**src/source/blob_geom_pkg.sv**
```systemverilog
package blob_geom_pkg;

    // fixed frame size
    localparam int IMG_COLS = 32;
    localparam int IMG_ROWS = 24;

    // pixel position, wide enough for the frame above
    typedef logic [4:0] col_t;
    typedef logic [4:0] row_t;

endpackage

```
**src/source/blob_label_pkg.sv**
```systemverilog
package blob_label_pkg;

    // label table, entry 0 is background
    localparam int LABEL_COUNT = 128;

    typedef logic [6:0]  label_t;
    typedef logic [11:0] size_t;   // pixels per label, whole frame fits
    typedef logic [7:0]  count_t;

    // conflict pair FIFO
    localparam int PAIR_DEPTH = 64;

    typedef logic [6:0] pair_ptr_t;   // msb is the wrap bit

    // credits handed to the sender after reset
    localparam int CREDITS = 4;

    typedef enum logic [2:0] {
        R_COLLECT,
        R_PAIR_FIND,
        R_FLATTEN,
        R_MAX,
        R_COUNT,
        R_REPORT,
        R_CLEAR
    } resolver_state_t;

endpackage

```
**src/source/pixel_ingress.sv**
```systemverilog
`timescale 1ns/1ps

module pixel_ingress
    import blob_geom_pkg::*;
    import blob_label_pkg::*;
(
    input  logic i_clk,
    input  logic i_rst_n,
    input  logic i_pix_valid,
    input  logic i_pix,
    output logic o_credit,
    output logic o_pix_valid,
    output logic o_pix,
    output col_t o_col,
    output logic o_last,
    input  logic i_pix_ready
);

    logic [CREDITS-1:0]         fifo_mem;
    logic [$clog2(CREDITS)-1:0] wr_ptr_q;
    logic [$clog2(CREDITS)-1:0] rd_ptr_q;
    logic [$clog2(CREDITS):0]   fill_q;
    logic [$clog2(CREDITS):0]   owed_q;    // credits still to hand out
    logic                       credit_q;
    col_t                       col_q;
    row_t                       row_q;
    logic                       pop;

    assign pop         = o_pix_valid && i_pix_ready;
    assign o_pix_valid = (fill_q != '0);
    assign o_pix       = fifo_mem[rd_ptr_q];
    assign o_col       = col_q;
    assign o_last      = (col_q == col_t'(IMG_COLS - 1)) && (row_q == row_t'(IMG_ROWS - 1));
    assign o_credit    = credit_q;

    always_ff @(posedge i_clk) begin
        if (i_pix_valid) begin
            fifo_mem[wr_ptr_q] <= i_pix;
        end
    end

    always_ff @(posedge i_clk or negedge i_rst_n) begin
        if (!i_rst_n) begin
            wr_ptr_q <= '0;
            rd_ptr_q <= '0;
            fill_q   <= '0;
            owed_q   <= ($clog2(CREDITS) + 1)'(CREDITS);   // initial burst
            credit_q <= 1'b0;
            col_q    <= '0;
            row_q    <= '0;
        end else begin
            if (i_pix_valid) wr_ptr_q <= wr_ptr_q + 1'b1;
            if (pop)         rd_ptr_q <= rd_ptr_q + 1'b1;
            case ({i_pix_valid, pop})
                2'b10:   fill_q <= fill_q + 1'b1;
                2'b01:   fill_q <= fill_q - 1'b1;
                default: ;
            endcase

            // a pop pays its own credit, the backlog drains one per cycle
            credit_q <= pop || (owed_q != '0);
            if (!pop && owed_q != '0) begin
                owed_q <= owed_q - 1'b1;
            end

            if (pop) begin
                if (col_q == col_t'(IMG_COLS - 1)) begin
                    col_q <= '0;
                    row_q <= o_last ? '0 : row_q + 1'b1;
                end else begin
                    col_q <= col_q + 1'b1;
                end
            end
        end
    end

    // sender must never run past its credits
    assert property (@(posedge i_clk) disable iff (!i_rst_n)
        i_pix_valid |-> (fill_q != ($clog2(CREDITS) + 1)'(CREDITS)));

endmodule

```
**config.mk**
```make
export PLATFORM = sky130hd
export DESIGN_NAME = pixel_ingress
export DESIGN_NICKNAME = d
export VERILOG_FILES = /design/src/source/blob_geom_pkg.sv /design/src/source/blob_label_pkg.sv /design/src/source/pixel_ingress.sv
export SDC_FILE = /design/constraint.sdc
export NUM_CORES = 1
export LEC_CHECK = 0
export BUFFER_PORTS_ARGS = -buffer_cell sky130_fd_sc_hd__buf_2
export CORE_MARGIN = 2
export CORE_UTILIZATION = 31
export CTS_CLUSTER_SIZE = 30
export DETAILED_ROUTE_END_ITERATION = 12
export PLACE_DENSITY = 0.53
export SYNTH_ARGS = -nofsm -noshare
export SYNTH_HDL_FRONTEND = slang
export SYNTH_SLANG_ARGS = --single-unit
```
**constraint.sdc**
```tcl
create_clock -name i_clk -period 1.88 [get_ports i_clk]
set_clock_uncertainty 0.05 [all_clocks]
set_input_delay 0.282 -clock i_clk [delete_from_list [all_inputs] [get_ports i_clk]]
set_output_delay 0.282 -clock i_clk [all_outputs]
set_load 0.01 [all_outputs]
```
==> flow_results.org <==
** Synth
- Synthesis inferred 25 register bits.
- Total nets after synthesis :: 125
- Summing the sequential cell areas from Yosys gives 50.9% of the chip area.
- Top FF cell, synth :: sky130_fd_sc_hd__dfrtp_1
- After synthesis, the netlist uses 35 different library cells.
- EDFF count, synth :: 4
- The cell count after synthesis came out at 109.
- Average size of a mapped cell :: 11.7 um^2
- In the synthesized netlist the async set-or-reset flop fraction comes to 84.0%.
- Synthesis Warnings :: 0
- The mapped netlist covers 1270 um^2.

** Clock network
- Counting every sink on the clock net gives 25.
- TritonCTS built the clock tree.
- CTS H-tree depth :: 1
- Maximum clock insertion buffer count :: 2
- Cts bufs inserted :: 3
- Clock latency on the worst-skew pair :: 270 ps
- After clock tree synthesis, the clock-pin slew on the worst setup and hold paths is 80 ps.
- Clock root cell :: sky130_fd_sc_hd__clkbuf_8

** Global route
- Remaining global-route overflow :: 0
- Vias in the first global route :: 831
- Entering global routing, the biggest net connects 22 pins.
- Total track usage :: 10.9%
- First-pass GRT wire length :: 3590 um
- The initial antenna violation count is 0.

** Layout
- The filler cells instantiated in the layout total 379.
- Measured on the finished design, the core utilization comes to 38.2%.
- Relative to the synthesized area, the layout overhead comes to 19.6%.
- Count of inserted antenna diode cells :: 0
- Top library cells by usage in the layout, fill and taps aside :: sky130_fd_sc_hd__dfrtp_1 (20), sky130_fd_sc_hd__nand2_1 (14), sky130_fd_sc_hd__buf_2 (13), sky130_fd_sc_hd__inv_1 (11), sky130_fd_sc_hd__ha_1 (8)
- Fraction of layout instances using a drive strength above 1 :: 25.8%
- Final std cells w/o fill :: 182
- Most common cell after layout, fill and taps aside :: sky130_fd_sc_hd__dfrtp_1
- Combined flip-flop and latch cell area :: 647 um^2
- In the final layout, the multi-input gates occupy 592 um^2.
- Final #Nets :: 149

** STA
- Max-slew headroom at the worst pin :: 68.0%
- The smallest clock period supported by the final layout is computed as 1800 ps.
- In the final timing run, aggregate negative setup slack is 0 ps.
- Finish-stage setup viols :: 0
- At the pin with the least slew margin, the transition time is 481 ps.
- Final Hold Violating Endpoints :: 0
- Max Fclk :: 556 MHz
- Setup repair after global routing missed its margin :: false
- The worst path uses 95.6% of the clock period.
- Number of pins exceeding their max-slew limit in the final report :: 0

** Floorplanning
- The initial utilization of the core area, before any placement, comes to 32.0%.
- The core region is 3970 um^2.
- I/O pin cnt :: 14
- The floorplan step set the die height to 68.0 um.
- The floorplan has 23 rows.
- The floorplan step defined a die boundary enclosing 4620 um^2.
- Die W :: 68.0 um

** Power and ir drop
- The completed layout was analyzed and its total power is 2.14 mW.
- VDD sags by at most 0.343 mV.
- Ratio of total power to cell area :: 1410 nW/um^2
- Summed over all cells, the static leakage comes to 0.670 nW.

** Worst setup path
- Slowest cell delay on critical path :: 400 ps
- At the worst endpoint, the required time is 1550 ps.
- Critical path, cell by cell :: ha_4 -> and3_4 -> ha_4 -> nand2_1 -> nor3_1 -> buf_2
- Highest net fanout along the worst path :: 3
- Critical path arrival :: 1470 ps
- For this design, the slowest cell found on the critical path is sky130_fd_sc_hd__dfrtp_1.
- The worst setup path is captured at a primary output.
- STA classifies the critical path startpoint as a flop.
- Worst setup path category :: flop to primary output
- Setup slack on the worst reg-to-reg path comes out at 110 ps.
- The cell that appears most often on the critical path is sky130_fd_sc_hd__ha_4.

** Place
- Once detailed placement completed, the half-perimeter wirelength came to 1580 um.
- DP Cell Count :: 174
- GP Congestion :: 0.746
- During placement, the flow inserted port buffers numbering 13.

** Route
- The final layout contains routed wiring with a total length of 2150 um.
- In the routed design, unresolved DRC markers number 0.
- Count of routing violations after the opening detailed-route iteration :: 30
- WL/cell :: 11.8 um
- Via Count :: 840
- Dividing the detail-routed via count by the number of cells gives 4.62.
- Antenna viol nets, final :: 0
- The first TritonRoute pass finished after 4 iterations.

** Outcome
- The flow ran to the end, and the final reports show no timing, DRC or antenna violations.

** Worst hold path
- Min-delay worst type :: input port to flop

** Run
- Across the run, the number of max-cap violations was 0.
-- worst max-delay path: cells and delay by family, from the launching register on --
kind	cells	cell delay (ps)
adders and majority gates	2	280
DFF	1	400
and+or+nand+nor	3	370
buffers and inverters	1	150
-- power breakdown --
part           internal, mW  switching, mW  leakage [nW]
sequential            0.761          0.196         0.287
clock                 0.152          0.163        0.0228
combinational         0.451          0.417         0.360
total                  1.36          0.776         0.670
-- layout make-up --
| cell class | instances | share of cell area, % |
|---|---|---|
| clock buffer | 4 | 2.97 |
| tap | 50 | 4.12 |
| multi-input combinational | 70 | 39.0 |
| sequential | 25 | 42.6 |
| inverter | 12 | 2.97 |
| timing repair buffer | 21 | 8.40 |
-- sequential cells by signal, summed over array words and instances, names as in the netlist --
register  flops
o_col         5
row_q         5
fifo_mem      4
fill_q        3
owed_q        3
rd_ptr_q      2
wr_ptr_q      2
o_credit      1
-- final timing paths --
check	end	start	depth (start not counted)
max	o_last	o_col[1]	6
min	fifo_mem[3]	i_pix	1
max reg2reg	fill_q[2]	fill_q[2]	8
min reg2reg	owed_q[0]	owed_q[0]	1
max in group asynchronous	owed_q[2]	i_rst_n	2
min in group asynchronous	row_q[1]	i_rst_n	2
-- synthesized netlist by cell type, drive strengths merged, types with 2 or more instances --
| library cell | number | share of area, % |
|---|---|---|
| or3 | 2 | 0.99 |
| mux2i | 2 | 1.6 |
| ha | 10 | 9.9 |
| inv | 12 | 3.5 |
| dfrtp | 20 | 39 |
| o21ai | 6 | 2.7 |
| o311ai | 2 | 2.0 |
| edfxtp | 4 | 9.5 |
| and2 | 4 | 2.0 |
| nor2 | 2 | 0.59 |
| xor2 | 3 | 2.1 |
| xnor2 | 5 | 3.4 |
| o31ai | 3 | 2.9 |
| nor3 | 2 | 0.79 |
| nand3 | 3 | 1.2 |
| nand2 | 14 | 4.1 |
| buf | 2 | 1.3 |
-- metrics by stage --
step,cell area (um^2),setup slack [ps],hold slack (ps)
after global routing,1520,1.67,171
final,1520,82.4,180
after detailed placement,1410,9.38,226
after floorplan,1270,141,-63.6
after global placement,1410,69.4,216
after CTS,1500,17.0,166
-- per-layer routing --
metal  global-route usage [%]  wire (um)  vias to the layer above
met5                        0          0                        -
met4                     7.50         69                        0
met3                     2.47         49                        5
met2                     18.7       1090                        8
met1                     11.8        932                      408
li1                         -          -                      419
-- cells by family (layout without fill, tap and decap cells) --
group                      count (synthesis)  in the layout  share of synthesized area, %
AOI/OAI and AO/OA                         15             15                          10.1
xor gates and xnor gates                   8              8                          5.52
adders and majority gates                 11             11                          11.4
buffers and inverters                     14             37                          4.83
DFF                                       25             25                          50.9
muxes                                      4              4                          4.24
and+or+nand+nor                           32             32                          12.9
-- timing repair --
action,4_1_cts,5_1_grt
cloned,0,0
gates resized for setup,3,2
hold buffers,1,0
pin swaps,0,1
endpoints found under the setup margin,2,1
hold endpoints to repair,20,0
setup buffers,3,0
No activity file was read; power rests on OpenSTA's default activity.
