[src/source/blob_geom_pkg.sv]
package blob_geom_pkg;

    // fixed frame size
    localparam int IMG_COLS = 32;
    localparam int IMG_ROWS = 24;

    // pixel position, wide enough for the frame above
    typedef logic [4:0] col_t;
    typedef logic [4:0] row_t;

endpackage

[src/source/blob_label_pkg.sv]
package blob_label_pkg;

    // label table, entry 0 is background
    localparam int LABEL_COUNT = 128;

    typedef logic [6:0]  label_t;
    typedef logic [11:0] size_t;   // pixels per label, whole frame fits
    typedef logic [7:0]  count_t;

    // conflict pair FIFO
    localparam int PAIR_DEPTH = 64;

    typedef logic [6:0] pair_ptr_t;   // msb is the wrap bit

    // credits handed to the sender after reset
    localparam int CREDITS = 4;

    typedef enum logic [2:0] {
        R_COLLECT,
        R_PAIR_FIND,
        R_FLATTEN,
        R_MAX,
        R_COUNT,
        R_REPORT,
        R_CLEAR
    } resolver_state_t;

endpackage

[src/source/component_labeler.sv]
`timescale 1ns/1ps

module component_labeler
    import blob_geom_pkg::*;
    import blob_label_pkg::*;
(
    input  logic   i_clk,
    input  logic   i_rst_n,
    input  logic   i_pix_valid,
    input  logic   i_pix,
    input  col_t   i_col,
    input  logic   i_last,
    output logic   o_pix_ready,
    input  logic   i_busy,
    output logic   o_lbl_valid,
    output label_t o_lbl,
    output logic   o_pair_valid,
    output label_t o_pair_a,
    output label_t o_pair_b,
    output logic   o_label_ovf,
    output logic   o_frame_end
);

    label_t line_buf [IMG_COLS];   // labels of the row above
    label_t left_q;
    label_t next_q;
    logic   first_row_q;
    logic   wait_q;                // frame done, busy not yet seen
    logic   ready_q;

    logic   take;
    label_t up_lbl;
    label_t left_lbl;
    label_t lo_lbl;
    label_t hi_lbl;
    label_t new_lbl;
    logic   need_new;
    logic   exhausted;
    logic   is_pair;

    assign take        = i_pix_valid && ready_q;
    assign o_pix_ready = ready_q;

    assign up_lbl    = first_row_q ? '0 : line_buf[i_col];
    assign left_lbl  = (i_col == '0) ? '0 : left_q;
    assign lo_lbl    = (up_lbl < left_lbl) ? up_lbl : left_lbl;
    assign hi_lbl    = (up_lbl < left_lbl) ? left_lbl : up_lbl;
    assign exhausted = (next_q == '0);   // counter wrapped past 127

    always_comb begin
        need_new = 1'b0;
        is_pair  = 1'b0;
        new_lbl  = '0;
        if (i_pix) begin
            if (up_lbl == '0 && left_lbl == '0) begin
                need_new = 1'b1;
                new_lbl  = next_q;   // reads 0 once exhausted
            end else if (up_lbl == '0) begin
                new_lbl = left_lbl;
            end else if (left_lbl == '0) begin
                new_lbl = up_lbl;
            end else begin
                new_lbl = lo_lbl;
                is_pair = (up_lbl != left_lbl);
            end
        end
    end

    // line buffer and payload
    always_ff @(posedge i_clk) begin
        if (take) begin
            line_buf[i_col] <= new_lbl;
            left_q          <= new_lbl;
        end
        o_lbl    <= new_lbl;
        o_pair_a <= lo_lbl;
        o_pair_b <= hi_lbl;
    end

    always_ff @(posedge i_clk or negedge i_rst_n) begin
        if (!i_rst_n) begin
            next_q       <= label_t'(1);
            first_row_q  <= 1'b1;
            wait_q       <= 1'b0;
            ready_q      <= 1'b0;
            o_lbl_valid  <= 1'b0;
            o_pair_valid <= 1'b0;
            o_label_ovf  <= 1'b0;
            o_frame_end  <= 1'b0;
        end else begin
            if (take) begin
                if (i_last) begin
                    next_q      <= label_t'(1);   // fresh labels per frame
                    first_row_q <= 1'b1;
                end else begin
                    if (need_new && !exhausted) next_q <= next_q + 1'b1;
                    if (i_col == col_t'(IMG_COLS - 1)) first_row_q <= 1'b0;
                end
            end

            // hold off the next frame until the resolver has started
            if (take && i_last) begin
                wait_q <= 1'b1;
            end else if (i_busy) begin
                wait_q <= 1'b0;
            end
            ready_q <= !i_busy && !wait_q && !(take && i_last);

            o_lbl_valid  <= take && i_pix && (new_lbl != '0);
            o_pair_valid <= take && is_pair;
            o_label_ovf  <= take && need_new && exhausted;
            o_frame_end  <= take && i_last;
        end
    end

    assert property (@(posedge i_clk) disable iff (!i_rst_n)
        o_pair_valid |-> (o_pair_a != o_pair_b));

endmodule

[config.mk]
export PLATFORM = sky130hd
export DESIGN_NAME = component_labeler
export DESIGN_NICKNAME = d
export VERILOG_FILES = /design/src/source/blob_geom_pkg.sv /design/src/source/blob_label_pkg.sv /design/src/source/component_labeler.sv
export SDC_FILE = /design/constraint.sdc
export NUM_CORES = 1
export LEC_CHECK = 0
export BUFFER_PORTS_ARGS = -buffer_cell sky130_fd_sc_hd__clkbuf_2
export CAP_MARGIN = 15
export CORE_ASPECT_RATIO = 0.8
export CORE_MARGIN = 4
export CORE_UTILIZATION = 30
export CTS_BUF_LIST = sky130_fd_sc_hd__clkbuf_8 sky130_fd_sc_hd__clkbuf_16
export DETAILED_ROUTE_END_ITERATION = 10
export PLACE_DENSITY_LB_ADDON = 0.05
export SYNTH_ARGS = -nofsm -noshare
export SYNTH_HDL_FRONTEND = slang
export SYNTH_SLANG_ARGS = --single-unit
[constraint.sdc]
create_clock -name i_clk -period 12.8 [get_ports i_clk]
set_input_delay 3.84 -clock i_clk [delete_from_list [all_inputs] [get_ports i_clk]]
set_output_delay 3.84 -clock i_clk [all_outputs]
set_load 0.05 [all_outputs]
==> summary.md <==
| Metric | Value |
|---|---|
| WL final | 31400 um |
| IR drop worst, VDD | 0.102 mV |
| Num ports | 37 |
| CTS clock-pin slew for the worst setup and hold paths | 0.06 ns |
| CTS tree | built |
| Clock tree sinks | 266 |
| Synth top area share | 0.637 |
| Area occupied by multi-input gates | 2960 um2 |
| Crit-path slowest cell | nand4bb_1 |
| Flop and latch count out of synthesis | 266 |
| Synthesized cell area | 10900 um2 |
| Max stage delay on crit path | 0.64 ns |
| RD Place Congestion | 0.849 |
| Starting Density | 0.304 |
| Initial antenna violation count | 0 |
| CTS Buf Count | 28 |
| Hold WC Path Type | register to register |
| Critical Path RT | 13.24 ns |
| Vias in the first global route | 6169 |
| Synth cell types | 58 |
| Vias | 6237 |
| Slew Viols, Final | 0 |
| Register area share after synthesis | 0.708 |
| GRT Total Usage | 0.156 |
| Most frequent CP cell | o21a_1 |
| Gr ovfl total | 0 |
| Final setup violation count | 0 |
| Achievable frequency | 0.114 GHz |
| Asr flop ratio synth | 0.0526 |
| Fin crit share | 0.686 |
| CP arrival | 9.22 ns |
| Largest net degree at the start of global routing | 119 |
| Synth area leaders | edfxtp_1 64%, mux2i_1 10%, dfxtp_1 3.9% |
| Commonest cells in the synthesized netlist | 231 x edfxtp_1, 113 x mux2i_1, 57 x o22ai_1 |
| Tightest Pin Transition | 1.10 ns |
| Die Ht | 178 um |
| Final ANT Viol Nets | 0 |
| Chip width | 221 um |
| Number of post-CTS setup repair buffers | 0 |
| Status | finished clean |
| Setup TNS | 0 ns |
| Yosys Warn Count | 0 |
| Most common cell in the netlist | edfxtp_1 |
| Clock Path Buffers | 3 |
| MaxCap Viol Count | 0 |
| Syn nets | 724 |
| Syn_area_per_cell | 15.4 um2 |
| Post-DP HPWL | 21300 um |
| Register area | 7710 um2 |
| CP Launch Type | input port |
| Placed insts | 1188 |
| Worst path cell trace | clkbuf_2 -> nand4bb_1 -> o22ai_1 -> nor4_1 -> a21oi_1 -> ha_1 -> nor2b_1 -> o21a_1 -> o21ai_0 -> a31oi_1 -> a21o_2 -> o21a_1 -> o311ai_1 -> a21oi_4 -> or4_1 -> o41a_1 |
| CTS Hold Bufs | 0 |
| Die area | 39400 um2 |
| Fin util | 0.350 |
| Most used DFF post-synth | edfxtp_1 |
| Final nets | 760 |
| PwrDens | 151 nW/um2 |
| Core Area | 35800 um2 |
| WL per Instance | 25.2 um |
| Share of cells above drive strength 1 | 0.155 |
| Non-Filler Instances | 1243 |
| RSZ-0062 raised after global routing | no |
| Fillers | 3466 |
| Worst-skew pair later-pin latency | 0.56 ns |
| Cells after Synth | 705 |
| Final non-filler cell area | 12500 um2 |
| Port bufs | 36 |
| Htree depth | 1 |
| Final Skew | 0.0105 ns |
| CTS resizes | 0 |
| Leak | 0.00444 uW |
| Crit Path Max Fanout | 35 |
| Slew HR | 0.261 |
| Rows | 62 |
| First-iteration detailed-routing DRC count | 470 |
| Largest area contributor in the netlist | edfxtp_1 |
| Critical path class | input port to register |
| First-pass GRT wire length | 45000 um |
| Crit end category | register |
| EDFF count, synth | 231 |
| DR DRC count | 0 |
| Fin. Hold Viols | 0 |
| Avg Vias per Cell | 5.02 |
| Ant. Diodes | 0 |
| Drt pass-1 iters | 7 |
| Placement-stage cell area | 11600 um2 |
| Root buffer cell | clkbuf_16 |
| Fin crit period | 8.78 ns |
| Synth-to-Final Area Change | 15.2% |
## sequential cells by signal, summed over array words and instances (netlist names), 7 cells and up
signal    count
o_pair_b      7
left_q        7
line_buf    224
o_pair_a      7
next_q        7
o_lbl         7
## stage by stage
| step | setup WS, ns | hold WS, ns | power, uW |
|---|---|---|---|
| detailed placement | 3.48 | 0.438 | 1130 |
| CTS | 4.06 | 0.449 | 1910 |
| global route | 3.83 | 0.464 | 1960 |
| floorplan | 3.31 | 0.409 | 1070 |
| finish | 4.02 | 0.448 | 1890 |
| global placement | 3.52 | 0.417 | 1130 |
## placed cells by master, fill, tap and decap left out, types with 3 or more instances in the layout
cell	count
nand3_1	4
buf_4	3
nand4b_2	4
inv_1	17
clkbuf_2	35
a21oi_4	4
nor2_1	43
or4b_1	4
nor4_2	5
a21oi_1	12
edfxtp_1	231
nand4bb_1	6
mux2i_1	113
clkbuf_8	6
nand4_1	7
xnor2_1	4
ha_1	8
dfrtp_1	12
nor4_1	11
nand3b_1	4
dfxtp_1	21
nand2_1	35
clkinv_2	5
o21ai_0	19
clkbuf_16	29
or3_1	3
o21a_1	3
o22ai_1	57
nor3_1	11
## worst paths after layout
check                                           from                      to  slack, ns  cells past startpoint
max                                         i_col[2]   o_lbl_valid$_DFF_PN0_       4.02                     16
min                               wait_q$_DFFE_PN0P_   o_pix_ready$_DFF_PN0_       0.45                      1
max reg2reg                line_buf[20][1]$_DFFE_PP_   o_lbl_valid$_DFF_PN0_       7.99                     15
min reg2reg                       wait_q$_DFFE_PN0P_   o_pix_ready$_DFF_PN0_       0.45                      1
max in group asynchronous                    i_rst_n   next_q[0]$_DFFE_PN1P_       9.28                      1
min in group asynchronous                    i_rst_n  o_pair_valid$_DFF_PN0_       3.20                      1
## critical path, delay by kind of cell
| family | cells | cell delay, ns |
|---|---|---|
| compound gates | 10 | 3.03 |
| simple gates | 4 | 1.57 |
| buf+inv | 1 | 0.42 |
| fa+ha+maj | 1 | 0.34 |
## cell families after synthesis
logic type / after synthesis / share of synthesized area
AND/OR/NAND/NOR: 149 / 0.0785
buffers and inverters: 50 / 0.0271
XOR/XNOR: 6 / 0.00483
multiplexers: 113 / 0.104
adder cells (fa/ha/maj): 8 / 0.00919
flip-flops: 266 / 0.708
AO/OA/AOI/OAI: 113 / 0.0686
## where the power goes
part / total (uW) / switching [uW] / internal [uW]
Clock: 782 / 334 / 448
Combinational: 144 / 105 / 39.1
Sequential: 965 / 4.93 / 960
## final cells by class
class,instances,share of cell area
Clock inverter,17,0.00888
Multi-Input combinational cell,389,0.236
Tap cell,480,0.0479
Clock buffer,35,0.0644
Inverter,12,0.00359
Sequential cell,266,0.615
Timing Repair Buffer,44,0.0248
## metal layers
metal	global-route usage	part of all wire	vias to the layer above
met5	0	0	-
met4	0.0265	0.011	0
met3	0.0319	0.055	27
met2	0.229	0.43	165
met1	0.242	0.51	3207
li1	-	-	2838
Note: power is estimated with default switching activity, not from simulation.
